==> config.mk <==
export PLATFORM = sky130hd
export DESIGN_NAME = iob2axi_write_top
export DESIGN_NICKNAME = d
export VERILOG_FILES = /design/src/design/iob2axi_pkg.sv /design/src/design/burst_cmd_if.sv /design/src/design/burst_cmd_decode.sv /design/src/design/axi_burst_write.sv /design/src/design/write_status.sv /design/src/design/iob2axi_write_top.sv
export SDC_FILE = /design/constraint.sdc
export NUM_CORES = 1
export LEC_CHECK = 0
export BUFFER_PORTS_ARGS = -buffer_cell sky130_fd_sc_hd__buf_2
export CAP_MARGIN = 20
export CORE_UTILIZATION = 32
export CTS_CLUSTER_DIAMETER = 60
export DETAILED_ROUTE_END_ITERATION = 10
export GPL_TIMING_DRIVEN = 0
export HOLD_SLACK_MARGIN = 0.15
export SLEW_MARGIN = 30
export SYNTH_ARGS = -nofsm -noshare
export SYNTH_HDL_FRONTEND = slang
export SYNTH_SLANG_ARGS = --single-unit
==> constraint.sdc <==
create_clock -name clk_i -period 5.4 [get_ports clk_i]
set_input_delay 0.27 -clock clk_i [delete_from_list [all_inputs] [get_ports clk_i]]
set_output_delay 0.27 -clock clk_i [all_outputs]
set_load 0.02 [all_outputs]
==> src/design/iob2axi_pkg.sv <==
/*
 * Shared widths, AXI encodings and enums for the IOb to AXI write bridge.
 * Referenced by scoped name from every design file.
 */
package iob2axi_pkg;

   localparam int DATA_W     = 32;
   localparam int ADDR_W     = 16;
   localparam int AXI_LEN_W  = 8;
   localparam int STRB_W     = DATA_W / 8;
   localparam int BOUNDARY_W = 12;

   // Full-width beats, incrementing bursts
   localparam logic [2:0] AXI_SIZE       = 3'd2;
   localparam logic [1:0] AXI_BURST_INCR = 2'b01;

   // BRESP encodings
   localparam logic [1:0] RESP_OKAY   = 2'b00;
   localparam logic [1:0] RESP_SLVERR = 2'b10;
   localparam logic [1:0] RESP_DECERR = 2'b11;

   typedef enum logic [1:0] {
      ADDR_HS,
      WRITE,
      W_RESPONSE
   } wr_state_e;

   typedef enum logic [1:0] {
      ST_OKAY,
      ST_SLVERR,
      ST_DECERR,
      ST_REJECT
   } wr_status_e;

endpackage

==> src/design/burst_cmd_if.sv <==
/*
 * Command path from the decode stage to the burst engine.
 * Decode pulses start with addr and len; the engine reports idle.
 */
`timescale 1ns/1ps

interface burst_cmd_if;

   logic                                start;
   logic [iob2axi_pkg::ADDR_W-1:0]      addr;
   logic [iob2axi_pkg::AXI_LEN_W-1:0]   len;
   // High while the engine waits in ADDR_HS
   logic                                idle;

   modport decode (
      output start, addr, len,
      input  idle
   );

   modport engine (
      input  start, addr, len,
      output idle
   );

endinterface

==> src/design/burst_cmd_decode.sv <==
/*
 * Registers run requests and checks them against AXI burst rules.
 * Legal requests become a start pulse, illegal ones a reject pulse.
 */
`timescale 1ns/1ps

module burst_cmd_decode (
   input  logic                                clk_i,
   input  logic                                rst_i,
   input  logic                                run_i,
   input  logic [iob2axi_pkg::ADDR_W-1:0]      addr_i,
   input  logic [iob2axi_pkg::AXI_LEN_W-1:0]   length_i,
   input  logic                                ready_i,
   burst_cmd_if.decode                         cmd,
   output logic                                reject_o
);

   logic                              req_q;
   logic [iob2axi_pkg::ADDR_W-1:0]    addr_q;
   logic [iob2axi_pkg::AXI_LEN_W-1:0] len_q;
   logic [iob2axi_pkg::ADDR_W:0]      last_addr;
   logic                              aligned;
   logic                              same_region;
   logic                              legal;
   logic                              accept;

   assign accept = run_i & ready_i;

   // Byte address of the final beat, one extra bit to catch wrap
   assign last_addr = {1'b0, addr_q} + ({{(iob2axi_pkg::ADDR_W + 1 -
                      iob2axi_pkg::AXI_LEN_W){1'b0}}, len_q} << 2);

   assign aligned     = (addr_q[1:0] == 2'b00);
   assign same_region = (last_addr[iob2axi_pkg::ADDR_W:iob2axi_pkg::BOUNDARY_W] ==
                         {1'b0, addr_q[iob2axi_pkg::ADDR_W-1:iob2axi_pkg::BOUNDARY_W]});
   assign legal       = aligned & same_region;

   // Request flag, held if the engine is not yet idle
   always_ff @(posedge clk_i or posedge rst_i) begin
      if (rst_i) begin
         req_q <= 1'b0;
      end else if (accept) begin
         req_q <= 1'b1;
      end else if (req_q && (!legal || cmd.idle)) begin
         req_q <= 1'b0;
      end
   end

   always_ff @(posedge clk_i) begin
      if (accept) begin
         addr_q <= addr_i;
         len_q  <= length_i;
      end
   end

   assign cmd.start = req_q & legal & cmd.idle;
   assign cmd.addr  = addr_q;
   assign cmd.len   = len_q;
   assign reject_o  = req_q & ~legal;

endmodule

==> src/design/axi_burst_write.sv <==
/*
 * AXI4 write burst engine, one burst in flight.
 * Pulls beats from the IOb read port and reports the B response on done_o.
 */
`timescale 1ns/1ps

module axi_burst_write (
   input  logic                                clk_i,
   input  logic                                rst_i,
   burst_cmd_if.engine                         cmd,

   // IOb read port, word source for W beats
   output logic                                m_iob_valid_o,
   input  logic [iob2axi_pkg::DATA_W-1:0]      m_iob_rdata_i,
   input  logic [iob2axi_pkg::STRB_W-1:0]      m_iob_rstrb_i,
   input  logic                                m_iob_ready_i,

   // AXI write address
   output logic [iob2axi_pkg::ADDR_W-1:0]      m_axi_awaddr_o,
   output logic [iob2axi_pkg::AXI_LEN_W-1:0]   m_axi_awlen_o,
   output logic [2:0]                          m_axi_awsize_o,
   output logic [1:0]                          m_axi_awburst_o,
   output logic                                m_axi_awvalid_o,
   input  logic                                m_axi_awready_i,

   // AXI write data
   output logic [iob2axi_pkg::DATA_W-1:0]      m_axi_wdata_o,
   output logic [iob2axi_pkg::STRB_W-1:0]      m_axi_wstrb_o,
   output logic                                m_axi_wlast_o,
   output logic                                m_axi_wvalid_o,
   input  logic                                m_axi_wready_i,

   // AXI write response
   input  logic [1:0]                          m_axi_bresp_i,
   input  logic                                m_axi_bvalid_i,
   output logic                                m_axi_bready_o,

   output logic                                done_o,
   output logic [1:0]                          bresp_o
);

   iob2axi_pkg::wr_state_e            state_q;
   iob2axi_pkg::wr_state_e            state_n;
   logic [iob2axi_pkg::ADDR_W-1:0]    addr_q;
   logic [iob2axi_pkg::AXI_LEN_W-1:0] len_q;
   logic [iob2axi_pkg::AXI_LEN_W-1:0] count_q;
   logic                              aw_pend_q;
   logic                              launch;
   logic                              beat;
   logic                              last_beat;

   assign launch    = (state_q == iob2axi_pkg::ADDR_HS) & cmd.start;
   assign beat      = (state_q == iob2axi_pkg::WRITE) & m_iob_ready_i & m_axi_wready_i;
   assign last_beat = (count_q == len_q);

   assign cmd.idle = (state_q == iob2axi_pkg::ADDR_HS);

   // Next state
   always_comb begin
      state_n = state_q;
      case (state_q)
         iob2axi_pkg::ADDR_HS: begin
            if (cmd.start) begin
               state_n = iob2axi_pkg::WRITE;
            end
         end
         iob2axi_pkg::WRITE: begin
            if (beat && last_beat) begin
               state_n = iob2axi_pkg::W_RESPONSE;
            end
         end
         iob2axi_pkg::W_RESPONSE: begin
            if (m_axi_bvalid_i) begin
               state_n = iob2axi_pkg::ADDR_HS;
            end
         end
         default: state_n = iob2axi_pkg::ADDR_HS;
      endcase
   end

   always_ff @(posedge clk_i or posedge rst_i) begin
      if (rst_i) begin
         state_q <= iob2axi_pkg::ADDR_HS;
      end else begin
         state_q <= state_n;
      end
   end

   // AW stays pending until the slave takes it, may overlap the W phase
   always_ff @(posedge clk_i or posedge rst_i) begin
      if (rst_i) begin
         aw_pend_q <= 1'b0;
      end else if (launch) begin
         aw_pend_q <= ~m_axi_awready_i;
      end else if (m_axi_awready_i) begin
         aw_pend_q <= 1'b0;
      end
   end

   // Beat counter
   always_ff @(posedge clk_i or posedge rst_i) begin
      if (rst_i) begin
         count_q <= '0;
      end else if (launch) begin
         count_q <= '0;
      end else if (beat) begin
         count_q <= count_q + 1'b1;
      end
   end

   // Own copy of the command
   always_ff @(posedge clk_i) begin
      if (launch) begin
         addr_q <= cmd.addr;
         len_q  <= cmd.len;
      end
   end

   assign m_axi_awaddr_o  = launch ? cmd.addr : addr_q;
   assign m_axi_awlen_o   = launch ? cmd.len : len_q;
   assign m_axi_awsize_o  = iob2axi_pkg::AXI_SIZE;
   assign m_axi_awburst_o = iob2axi_pkg::AXI_BURST_INCR;
   assign m_axi_awvalid_o = launch | aw_pend_q;

   // Source holds the word while ready is high
   assign m_axi_wdata_o  = m_iob_rdata_i;
   assign m_axi_wstrb_o  = m_iob_rstrb_i;
   assign m_axi_wvalid_o = (state_q == iob2axi_pkg::WRITE) & m_iob_ready_i;
   assign m_axi_wlast_o  = m_axi_wvalid_o & last_beat;

   // First word on launch, then one request per accepted beat
   assign m_iob_valid_o = launch | (beat & ~last_beat);

   assign m_axi_bready_o = 1'b1;
   assign done_o         = (state_q == iob2axi_pkg::W_RESPONSE) & m_axi_bvalid_i;
   assign bresp_o        = m_axi_bresp_i;

endmodule

==> src/design/write_status.sv <==
/*
 * Result stage: ready flag, error flag, status code and a count
 * of completed bursts, updated from done and reject events.
 */
`timescale 1ns/1ps

module write_status (
   input  logic                      clk_i,
   input  logic                      rst_i,
   input  logic                      done_i,
   input  logic [1:0]                bresp_i,
   input  logic                      reject_i,
   input  logic                      start_i,
   output logic                      ready_o,
   output logic                      error_o,
   output iob2axi_pkg::wr_status_e   status_o,
   output logic [15:0]               burst_count_o
);

   logic                    ready_q;
   iob2axi_pkg::wr_status_e resp_status;

   // EXOKAY is not expected here, treat it as OKAY
   always_comb begin
      case (bresp_i)
         iob2axi_pkg::RESP_SLVERR: resp_status = iob2axi_pkg::ST_SLVERR;
         iob2axi_pkg::RESP_DECERR: resp_status = iob2axi_pkg::ST_DECERR;
         default:                  resp_status = iob2axi_pkg::ST_OKAY;
      endcase
   end

   // Busy from the start pulse until the burst ends
   assign ready_o = ready_q & ~start_i;

   always_ff @(posedge clk_i or posedge rst_i) begin
      if (rst_i) begin
         ready_q       <= 1'b1;
         error_o       <= 1'b0;
         status_o      <= iob2axi_pkg::ST_OKAY;
         burst_count_o <= '0;
      end else begin
         if (start_i) begin
            ready_q <= 1'b0;
         end else if (done_i || reject_i) begin
            ready_q <= 1'b1;
         end
         if (done_i) begin
            status_o      <= resp_status;
            error_o       <= (resp_status != iob2axi_pkg::ST_OKAY);
            burst_count_o <= burst_count_o + 16'd1;
         end else if (reject_i) begin
            status_o <= iob2axi_pkg::ST_REJECT;
            error_o  <= 1'b1;
         end
      end
   end

endmodule

==> src/design/iob2axi_write_top.sv <==
/*
 * Write half of the IOb to AXI4 bridge.
 * One burst per run request, data pulled from the IOb read port.
 */
`timescale 1ns/1ps

module iob2axi_write_top (
   input  logic                                clk_i,
   input  logic                                rst_i,

   // Control and status
   input  logic                                run_i,
   input  logic [iob2axi_pkg::ADDR_W-1:0]      addr_i,
   input  logic [iob2axi_pkg::AXI_LEN_W-1:0]   length_i,
   output logic                                ready_o,
   output logic                                error_o,
   output iob2axi_pkg::wr_status_e             status_o,
   output logic [15:0]                         burst_count_o,

   // IOb read port
   output logic                                m_iob_valid_o,
   input  logic [iob2axi_pkg::DATA_W-1:0]      m_iob_rdata_i,
   input  logic [iob2axi_pkg::STRB_W-1:0]      m_iob_rstrb_i,
   input  logic                                m_iob_ready_i,

   // AXI4 write channels
   output logic [iob2axi_pkg::ADDR_W-1:0]      m_axi_awaddr_o,
   output logic [iob2axi_pkg::AXI_LEN_W-1:0]   m_axi_awlen_o,
   output logic [2:0]                          m_axi_awsize_o,
   output logic [1:0]                          m_axi_awburst_o,
   output logic                                m_axi_awvalid_o,
   input  logic                                m_axi_awready_i,
   output logic [iob2axi_pkg::DATA_W-1:0]      m_axi_wdata_o,
   output logic [iob2axi_pkg::STRB_W-1:0]      m_axi_wstrb_o,
   output logic                                m_axi_wlast_o,
   output logic                                m_axi_wvalid_o,
   input  logic                                m_axi_wready_i,
   input  logic [1:0]                          m_axi_bresp_i,
   input  logic                                m_axi_bvalid_i,
   output logic                                m_axi_bready_o
);

   logic       reject;
   logic       done;
   logic [1:0] bresp;

   burst_cmd_if cmd_if ();

   burst_cmd_decode i_burst_cmd_decode (
      .clk_i    (clk_i),
      .rst_i    (rst_i),
      .run_i    (run_i),
      .addr_i   (addr_i),
      .length_i (length_i),
      .ready_i  (ready_o),
      .cmd      (cmd_if.decode),
      .reject_o (reject)
   );

   axi_burst_write i_axi_burst_write (
      .clk_i           (clk_i),
      .rst_i           (rst_i),
      .cmd             (cmd_if.engine),
      .m_iob_valid_o   (m_iob_valid_o),
      .m_iob_rdata_i   (m_iob_rdata_i),
      .m_iob_rstrb_i   (m_iob_rstrb_i),
      .m_iob_ready_i   (m_iob_ready_i),
      .m_axi_awaddr_o  (m_axi_awaddr_o),
      .m_axi_awlen_o   (m_axi_awlen_o),
      .m_axi_awsize_o  (m_axi_awsize_o),
      .m_axi_awburst_o (m_axi_awburst_o),
      .m_axi_awvalid_o (m_axi_awvalid_o),
      .m_axi_awready_i (m_axi_awready_i),
      .m_axi_wdata_o   (m_axi_wdata_o),
      .m_axi_wstrb_o   (m_axi_wstrb_o),
      .m_axi_wlast_o   (m_axi_wlast_o),
      .m_axi_wvalid_o  (m_axi_wvalid_o),
      .m_axi_wready_i  (m_axi_wready_i),
      .m_axi_bresp_i   (m_axi_bresp_i),
      .m_axi_bvalid_i  (m_axi_bvalid_i),
      .m_axi_bready_o  (m_axi_bready_o),
      .done_o          (done),
      .bresp_o         (bresp)
   );

   // Start pulse taken from the command path
   write_status i_write_status (
      .clk_i         (clk_i),
      .rst_i         (rst_i),
      .done_i        (done),
      .bresp_i       (bresp),
      .reject_i      (reject),
      .start_i       (cmd_if.start),
      .ready_o       (ready_o),
      .error_o       (error_o),
      .status_o      (status_o),
      .burst_count_o (burst_count_o)
   );

endmodule

; ---- Word-level counts from Yosys, hierarchy flattened
; Cells that the tools add are included.
; W data, S select, Z words.
[op_classes]
n_reduce_logical = 14
addsub = 3
muxes = 19
eq_ne = 9
bitwise_logic = 18
[op_table]
columns = op, count
row1 = $mux W8, 3
row2 = $add A16 B10 Y17, 1
row3 = $add A16 B1 Y16 const B, 1
row4 = $mux W16, 1
row5 = $and A1 B1 Y1, 12
row6 = $reduce_bool A2 Y1, 6
row7 = $mux W2, 5
row8 = $add A8 B1 Y8 const B, 1
row9 = $eq A8 B8 Y1, 1
row10 = $mux W1, 8
row11 = $eq A2 B2 Y1 const B, 3
row12 = $pmux W2 S3, 1
row13 = $eq A5 B4 Y1, 1
row14 = $logic_not A2 Y1, 2
row15 = $ne A2 B2 Y1 const B, 2
row16 = $not A1 Y1, 4
row17 = $pmux W2 S2, 1
row18 = $reduce_and A3 Y1, 1
row19 = $eq A2 B1 Y1 const B, 1
row20 = $logic_and A1 B1 Y1, 2
row21 = $logic_or A1 B1 Y1, 2
row22 = $ne A2 B1 Y1 const B, 1
row23 = $or A1 B1 Y1, 2
row24 = $logic_not A1 Y1, 1
[word_totals]
input_bits = 69
elab_cells = 75
output_inout_bits = 90
reg_bits = 80

; ---- Logic depth before layout (Yosys ltp)
; Gate-level depths: netlist (run 1).
[depth]
word_depth = 9
depth_mapped = 8
mapped_depth_nobuf = 6

; ---- By module
; A second synthesis (run 1) with hierarchy kept.
[unflattened]
cells_unflattened = 308
hier_area_um2 = 3829.9
[by_module_without_submodules]
columns = module, seq_area_each_um2, cells_each, n_inst, area_each_um2
row1 = axi_burst_write, 755.7, 168, 1, 1895.6
row2 = burst_cmd_decode, 745.7, 67, 1, 1064.8
row3 = write_status, 501.7, 73, 1, 869.6

; ---- Worst setup path before layout (run 1)
; Ideal clock, no wire load.
[synth_path]
path_type = register to register
start = register i_burst_cmd_decode.addr_q (netlist bit i_burst_cmd_decode.cmd.addr[7])
end = register i_burst_cmd_decode.addr_q (netlist bit i_burst_cmd_decode.cmd.addr[0]), enable pin
setup_ps = 405
path_buffers = 2
arrival_time_ps = 2550
stages_incl_launch_ff = 9
path_slack_ps = 2445
synth_period_minus_slack_ps = 2955
t_required_ps = 4995
path_cell_list = edfxtp_1 ha_1 a21o_1 a41oi_1 o21ai_1 nor3_2 buf_4 buf_2 nor2_1
[synth_via]
elab_chain_len = 8
[synth_rtl]
columns = element, line
row1 = start: declaration, burst_cmd_decode.sv:19  ; logic [iob2axi_pkg::ADDR_W-1:0] addr_q;
row2 = start signal: assignment, burst_cmd_decode.sv:51  ; addr_q <= addr_i;
row3 = $add A16 B10 Y17, burst_cmd_decode.sv:30  ; assign last_addr = {1'b0, addr_q} + ({{(iob2axi_pkg::ADDR_W + 1 -
row4 = $eq A5 B4 Y1, burst_cmd_decode.sv:34  ; assign same_region = (last_addr[iob2axi_pkg::ADDR_W:iob2axi_pkg::BOUNDARY_W] ==
row5 = $and A1 B1 Y1, burst_cmd_decode.sv:36  ; assign legal = aligned & same_region;
row6 = $and A1 B1 Y1 (2 in series), burst_cmd_decode.sv:56  ; assign cmd.start = req_q & legal & cmd.idle;
row7 = $not A1 Y1, write_status.sv:33  ; assign ready_o = ready_q & ~start_i;
row8 = $and A1 B1 Y1, write_status.sv:33
row9 = $and A1 B1 Y1, burst_cmd_decode.sv:27  ; assign accept = run_i & ready_i;
row10 = via i_burst_cmd_decode.accept, burst_cmd_decode.sv:25  ; logic accept;
; The timed path passes the listed nets, and every way through them passes these cells.
; A chain may end at the register's enable or synchronous reset.

; ---- Worst setup path in the final report (run 1)
[layout_path]
start = register i_burst_cmd_decode.addr_q (netlist bit i_burst_cmd_decode.cmd.addr[4])
end = output port m_axi_awaddr_o[11] (netlist bit)
[layout_via]
elab_chain_len = 7
[layout_rtl]
columns = element, line
row1 = $add A16 B10 Y17, burst_cmd_decode.sv:30
row2 = $eq A5 B4 Y1, burst_cmd_decode.sv:34
row3 = $and A1 B1 Y1, burst_cmd_decode.sv:36
row4 = $and A1 B1 Y1 (2 in series), burst_cmd_decode.sv:56
row5 = $and A1 B1 Y1, axi_burst_write.sv:52  ; assign launch = (state_q == iob2axi_pkg::ADDR_HS) & cmd.start;
row6 = $mux W16, axi_burst_write.sv:119  ; assign m_axi_awaddr_o = launch ? cmd.addr : addr_q;
row7 = end: declaration, iob2axi_write_top.sv:27  ; output logic [iob2axi_pkg::ADDR_W-1:0] m_axi_awaddr_o,
; No other way between the ends.

==> run summary, run 1 <==
vias per cell - 4.394
Setup Crit Path Kind - flip-flop to output port
Bufs and invs on worst path - 3
synthesized cell area - 3520 um^2
Placer Congestion - 0.7462
Critical R2R Launch - i_burst_cmd_decode.cmd.addr[7]
worst min path class - input pin to flip-flop
Crit. Startpoint - i_burst_cmd_decode.cmd.addr[4]
Synth Area in Compound Gates - 0.04124
CP max stage delay - 0.42 ns
cell family with most CP delay - compound AO/OA/AOI/OAI gates
crit-path cells - ha_1 > a21oi_1 > a21boi_0 > o31a_1 > nor3_2 > buf_4 > buf_6 > mux2_1 > buf_2
DRT Wirelength - 7423 um
Cells after DPL - 546
Post-Synth XOR/XNOR Area - 0.07216
pwr dens - 393.2 nW/um^2
CTS Sinks - 80
vias in the first global route - 2,493
port bufs - 116
outcome - finished clean
Top Ports - 159
worst slew pin tran - 0.6895 ns
GR Overflow Total - 0
R2R Path End - i_burst_cmd_decode.cmd.addr[9]
Final min period - 2.991 ns
cts bufs inserted - 9
Detail Route Antenna Nets - 0
Netlist cell types - 43
Post-synth ARST share - 0.4000
area grow syn2layout - 34.98%
first-pass GRT wire length - 11,720 um
pin count of the biggest net entering global routing - 33
EDFF count, synth - 24
crit path DAT - 2.72 ns
simple-gate portion of the synthesized area - 0.1049
setup violators final - 0
Synth Area per Inst - 12.18 um^2
initial antenna violation count - 0
clk buf depth - 2
fin util - 0.4521
final hold vios - 0
worst rel slew slack - 0.5397
DR DRC count - 0
gr usage total - 0.1353
HP Start - m_axi_bresp_i[1]
Chip Width - 106.9 um
Die Ht - 106.9 um
#FFs+latches synth - 80
vias - 2,588
main flop type after synthesis - dfrtp_1
crit start category - flip-flop
CTS root buf - clkbuf_8
CTS tree - yes
Slew Viols, Final - 0
CP max FO - 10
clock skew - 0.007664 ns
hold depth - 3
layout cell share with drive strength beyond 1 - 0.4570
Setup WS pre-CTS - 2.741 ns
Ys Warns - 0
Post-DP HPWL - 5604 um
CP max stage cell - edfxtp_1
Worst Hold End - i_write_status.error_o
wire per inst - 12.60 um
worst r2r path cells - 9
Initial Util - 0.3349
Clk Latency, worst-skew pair - 0.35 ns
register area share after synthesis - 0.5691
Max Cap Violations - 0
Static Leak - 2.301 nW
Fmax achieved - 334.4 MHz
mux share of post-synthesis cell area - 0.07323
Core Area - 10,510 um^2
Crit. End Element - output port
RSZ-0062 raised after global routing - no
setup bufs post-CTS - 0
fin crit share - 0.5538
Req. time, crit path - 5.13 ns
DIE AREA - 11,420 um^2
Cell Rows - 37
synthesized netlist cell count - 289
Synth Area in Adders - 0.03199
r2r setup slk - 2.82 ns
clock slew at reported path FFs - 0.08 ns
cts hold-fix bufs - 27
Nets - 526
drt initial violations - 91
Ant. Diodes - 0
drt pass-1 iters - 4
Resize count post-CTS - 0
final std cells w/o fill - 589
setup TNS - 0 ns
H-tree depth - 3
setup ws final - 2.409 ns
fillers - 988
largest family of logic cells by synthesized area - buffers and inverters
VDD IR-drop max - 0.2184 mV
placed cells by master, fill, tap and decap left out, types with 7 or more instances in the layout:
cell type      instances
buf_4                 44
ha_1                   9
nand3_1                7
dlygate4sd3_1         27
xor2_1                15
edfxtp_1              24
nand2_1               18
clkbuf_8               9
dfxtp_1               24
buf_2                118
mux2_2                18
dfrtp_1               31
nor2_1                17
xnor2_1               14
a21oi_1               10
cells in the mapped netlist (2+ instances only):
cell / number / area share
buf_4: 44 / 0.094
dfrtp_1: 31 / 0.22
dfxtp_1: 24 / 0.14
edfxtp_1: 24 / 0.20
mux2_2: 18 / 0.058
nand2_1: 18 / 0.019
nor2_1: 18 / 0.019
xor2_1: 15 / 0.037
xnor2_1: 14 / 0.035
a21oi_1: 10 / 0.014
ha_1: 9 / 0.032
nand3_1: 7 / 0.010
and3_1: 6 / 0.011
nand4_1: 6 / 0.011
inv_1: 5 / 0.0053
mux2_1: 4 / 0.013
nor2b_1: 3 / 0.0053
o21ai_0: 3 / 0.0043
a21o_1: 2 / 0.0043
buf_2: 2 / 0.0028
conb_1: 2 / 0.0021
nor3_1: 2 / 0.0028
nor4_1: 2 / 0.0036
worst max path at each step:
stage,depth (start not counted),to,slack [ns]
after floorplan,8,i_burst_cmd_decode.cmd.addr[0],2.45
after global placement,8,i_burst_cmd_decode.cmd.addr[15],1.66
after detailed placement,9,m_axi_awaddr_o[11],2.74
after CTS,9,m_axi_awaddr_o[11],2.33
after global routing,9,m_axi_awaddr_o[14],2.22
final,9,m_axi_awaddr_o[11],2.41
cells by family after synthesis:
logic type / count (synthesis)
AND/OR/NAND/NOR: 71
adder cells (fa/ha/maj): 9
AO/OA/AOI/OAI: 23
XOR/XNOR: 29
flip-flops: 80
other: 2
multiplexers: 23
buffers and inverters: 52
stage by stage:
stage	hold slack, ns	total power, mW	area [um^2]
after floorplan	0.3563	1.275	3535
after global placement	0.4367	1.458	4285
after detailed placement	0.4329	1.482	4308
after CTS	0.2048	1.901	4751
after global routing	0.2140	1.996	4751
final	0.2247	1.868	4751
cell type report:
cell class	instances	area (um^2)	area share
Tap cell	136	170.2	0.03582
Clock inverter	7	48.80	0.01027
Multi-Input combinational cell	161	1169	0.2460
Clock buffer	9	123.9	0.02607
Buffer	47	351.6	0.07401
Timing Repair Buffer	144	865.8	0.1822
Sequential cell	80	2003	0.4216
Inverter	5	18.77	0.003950
report_power, final:
group / leakage (nW) / switching, mW / internal, mW / total, mW
registers: 0.841 / 0.0861 / 0.781 / 0.867
logic: 1.37 / 0.345 / 0.260 / 0.606
clock network: 0.0889 / 0.228 / 0.167 / 0.395
worst reg2reg max path, delay by kind of cell (launching register included):
family	cells	cell delay, ns
AO/OA/AOI/OAI	3	0.52
adder cells (fa/ha/maj)	1	0.31
buffers and inverters	3	0.61
flip-flops	1	0.40
AND/OR/NAND/NOR	2	0.44
metal layers:
metal  vias up  wire length, um  GRT usage
met5         -                0          0
met4         0               84    0.04697
met3         5              570    0.04316
met2       121             3634     0.2396
met1      1203             3134     0.1523
li1       1259                -          -
sequential cells by signal, summed over array words and instances, names as in the netlist, 2 cells and up:
name,cells
i_burst_cmd_decode.cmd.addr,16
i_axi_burst_write.addr_q,16
i_axi_burst_write.len_q,8
i_axi_burst_write.count_q,8
i_axi_burst_write.state_q,2
i_write_status.status_o,2
i_burst_cmd_decode.cmd.len,8
i_write_status.burst_count_o,16
Note: power is estimated with default switching activity, not from simulation.
==> run 2: changes to the inputs <==
clock period = 2.45 ns   (was 5.4 ns; I/O delays follow)
==> run 2 against run 1 <==
Effect of this change:
- the run now ends with setup timing left
- critical path depth shrank 1
- clock-buffer cell count stayed put
- register-to-register slack worse by 2.9 ns
- total power is 140% higher
- clock skew down 0.00060 ns
- non-clock buffer count rose by 9
- critical endpoint is now m_axi_awlen_o[7]
- largest power group unchanged
==> run summary, run 2 (synthesized netlist as in run 1, its figures left out) <==
outcome - finished, violations left
failing checks - setup timing
H-tree depth - 3
worst rel slew slack - 0.5365
Crit. End Element - output port
CP most frequent cell - buf_6
Core Area - 10,510 um^2
Cell Rows - 37
fin crit share - 1.094
CTS root buf - clkbuf_8
CTS tree - yes
Final min period - 2.680 ns
layout cell share with drive strength beyond 1 - 0.4805
Fmax achieved - 373.2 MHz
gr usage total - 0.1414
Cells after DPL - 545
worst min path class - input pin to flip-flop
Clk Latency, worst-skew pair - 0.35 ns
Comb power frac - 0.374
VDD IR-drop max - 0.6432 mV
Bufs and invs on worst path - 3
clock share of power - 0.199
CP max stage cell - edfxtp_1
DR DRC count - 0
Max Cap Violations - 0
Post-DP HPWL - 5513 um
drt initial violations - 73
Ant. Diodes - 0
worst slew pin tran - 0.6936 ns
Detail Route Antenna Nets - 0
RSZ-0062 raised after global routing - yes
CTS Sinks - 80
setup violators final - 51
Top Ports - 159
switching power - 1.545 mW
vias per cell - 4.376
vias - 2,617
M2 GR Usage - 0.2544
final hold vios - 0
Setup Crit Path Kind - flip-flop to output port
port bufs - 116
DIE AREA - 11,420 um^2
Die Ht - 106.9 um
vias in the first global route - 2,602
post-route cell area - 5086 um^2
Sw Share - 0.3435
most frequent cells in the layout - 98 x buf_2, 48 x buf_4, 31 x dfrtp_1, 30 x dlygate4sd3_1
Slew Viols, Final - 0
crit path DAT - 2.56 ns
setup TNS - -7.382 ns
initial antenna violation count - 0
Static Leak - 2.424 nW
Total Power - 4.498 mW
Hold Worst Slack - 0.2108 ns
crit start category - flip-flop
area grow syn2layout - 44.51%
Chip Width - 106.9 um
grt met1 use - 0.1555
setup ws final - -0.2297 ns
DRT Wirelength - 7887 um
final std cells w/o fill - 598
clk buf depth - 2
commonest non-fill, non-tap cell in the layout - buf_2
placed inst area - 4293 um^2
clock skew - 0.007059 ns
Initial Util - 0.3349
wire per inst - 13.19 um
cts bufs inserted - 9
pin count of the biggest net entering global routing - 33
CP max stage delay - 0.40 ns
Nets - 535
CP max FO - 8
part of the power in registers - 0.427
Placer Congestion - 0.7292
cell family with most CP delay - compound AO/OA/AOI/OAI gates
first-pass GRT wire length - 12,340 um
GRT Max-Usage Layer - met2
drt pass-1 iters - 3
crit-path cells - ha_1 > a21o_1 > o31a_1 > nor3_4 > buf_6 > buf_12 > mux2_4 > buf_6
GR Overflow Total - 0
pwr dens - 884.3 nW/um^2
GRT met3 Usage - 0.04316
internal power - 2.953 mW
clock slew at reported path FFs - 0.09 ns
Req. time, crit path - 2.33 ns
-- run 2: cell type report --
class | count | area (um^2)
fill | 950 | 5423
clock inverter | 7 | 52.55
multi-input combinational | 161 | 1280
timing repair buffer | 153 | 1075
buffer | 47 | 362.8
inverter | 5 | 18.77
tap | 136 | 170.2
clock buffer | 9 | 123.9
sequential | 80 | 2003
-- run 2: tightest hold or removal path, stage by stage --
cell and delay [ns]:
buf_2 0.11, nor3b_4 0.16, nand2_1 0.06, a21oi_1 0.06
-- run 2: final timing paths --
check,from,end,slack [ns],depth (start not counted)
max,i_burst_cmd_decode.cmd.len[5],m_axi_awlen_o[7],-0.23,8
min,m_axi_wready_i,i_axi_burst_write.count_q[1],0.21,4
max reg2reg,i_burst_cmd_decode.cmd.len[5],i_burst_cmd_decode.cmd.addr[15],-0.11,8
min reg2reg,i_write_status.burst_count_o[15],i_write_status.burst_count_o[15],0.47,1
max in group asynchronous,rst_i,i_write_status.burst_count_o[0],1.57,3
min in group asynchronous,rst_i,i_axi_burst_write.count_q[1],0.43,3
-- run 2: power groups by stage --
| stage | logic, mW | clock network [mW] | registers [mW] |
|---|---|---|---|
| after floorplan | 0.916 | 0 | 1.90 |
| after global placement | 1.29 | 0 | 1.93 |
| after detailed placement | 1.31 | 0 | 1.94 |
| after CTS | 1.61 | 0.928 | 1.92 |
| after global routing | 1.82 | 0.986 | 1.96 |
| final | 1.68 | 0.897 | 1.92 |
-- run 2: timing repair --
action                                  in CTS  in global routing
endpoints found under the setup margin      51                 51
hold buffers                                30                  0
pin swaps                                    7                  4
endpoints found under the hold margin       61                  0
gates resized for setup                     55                 16
setup buffers                                5                  2
-- run 2: per-layer routing --
layer,wire length (um),vias up
met5,0,-
met1,3130,1205
met3,654,9
li1,-,1279
met2,4003,124
met4,98,0
-- run 2: through the flow --
| stage | worst slack, ns | utilization |
|---|---|---|
| after global routing | -0.3510 | 0.4840 |
| after CTS | -0.2964 | 0.4764 |
| after detailed placement | -0.2896 | 0.4085 |
| final | -0.2297 | 0.4840 |
| after floorplan | 0.1469 | - |
| after global placement | -0.2880 | 0.4085 |
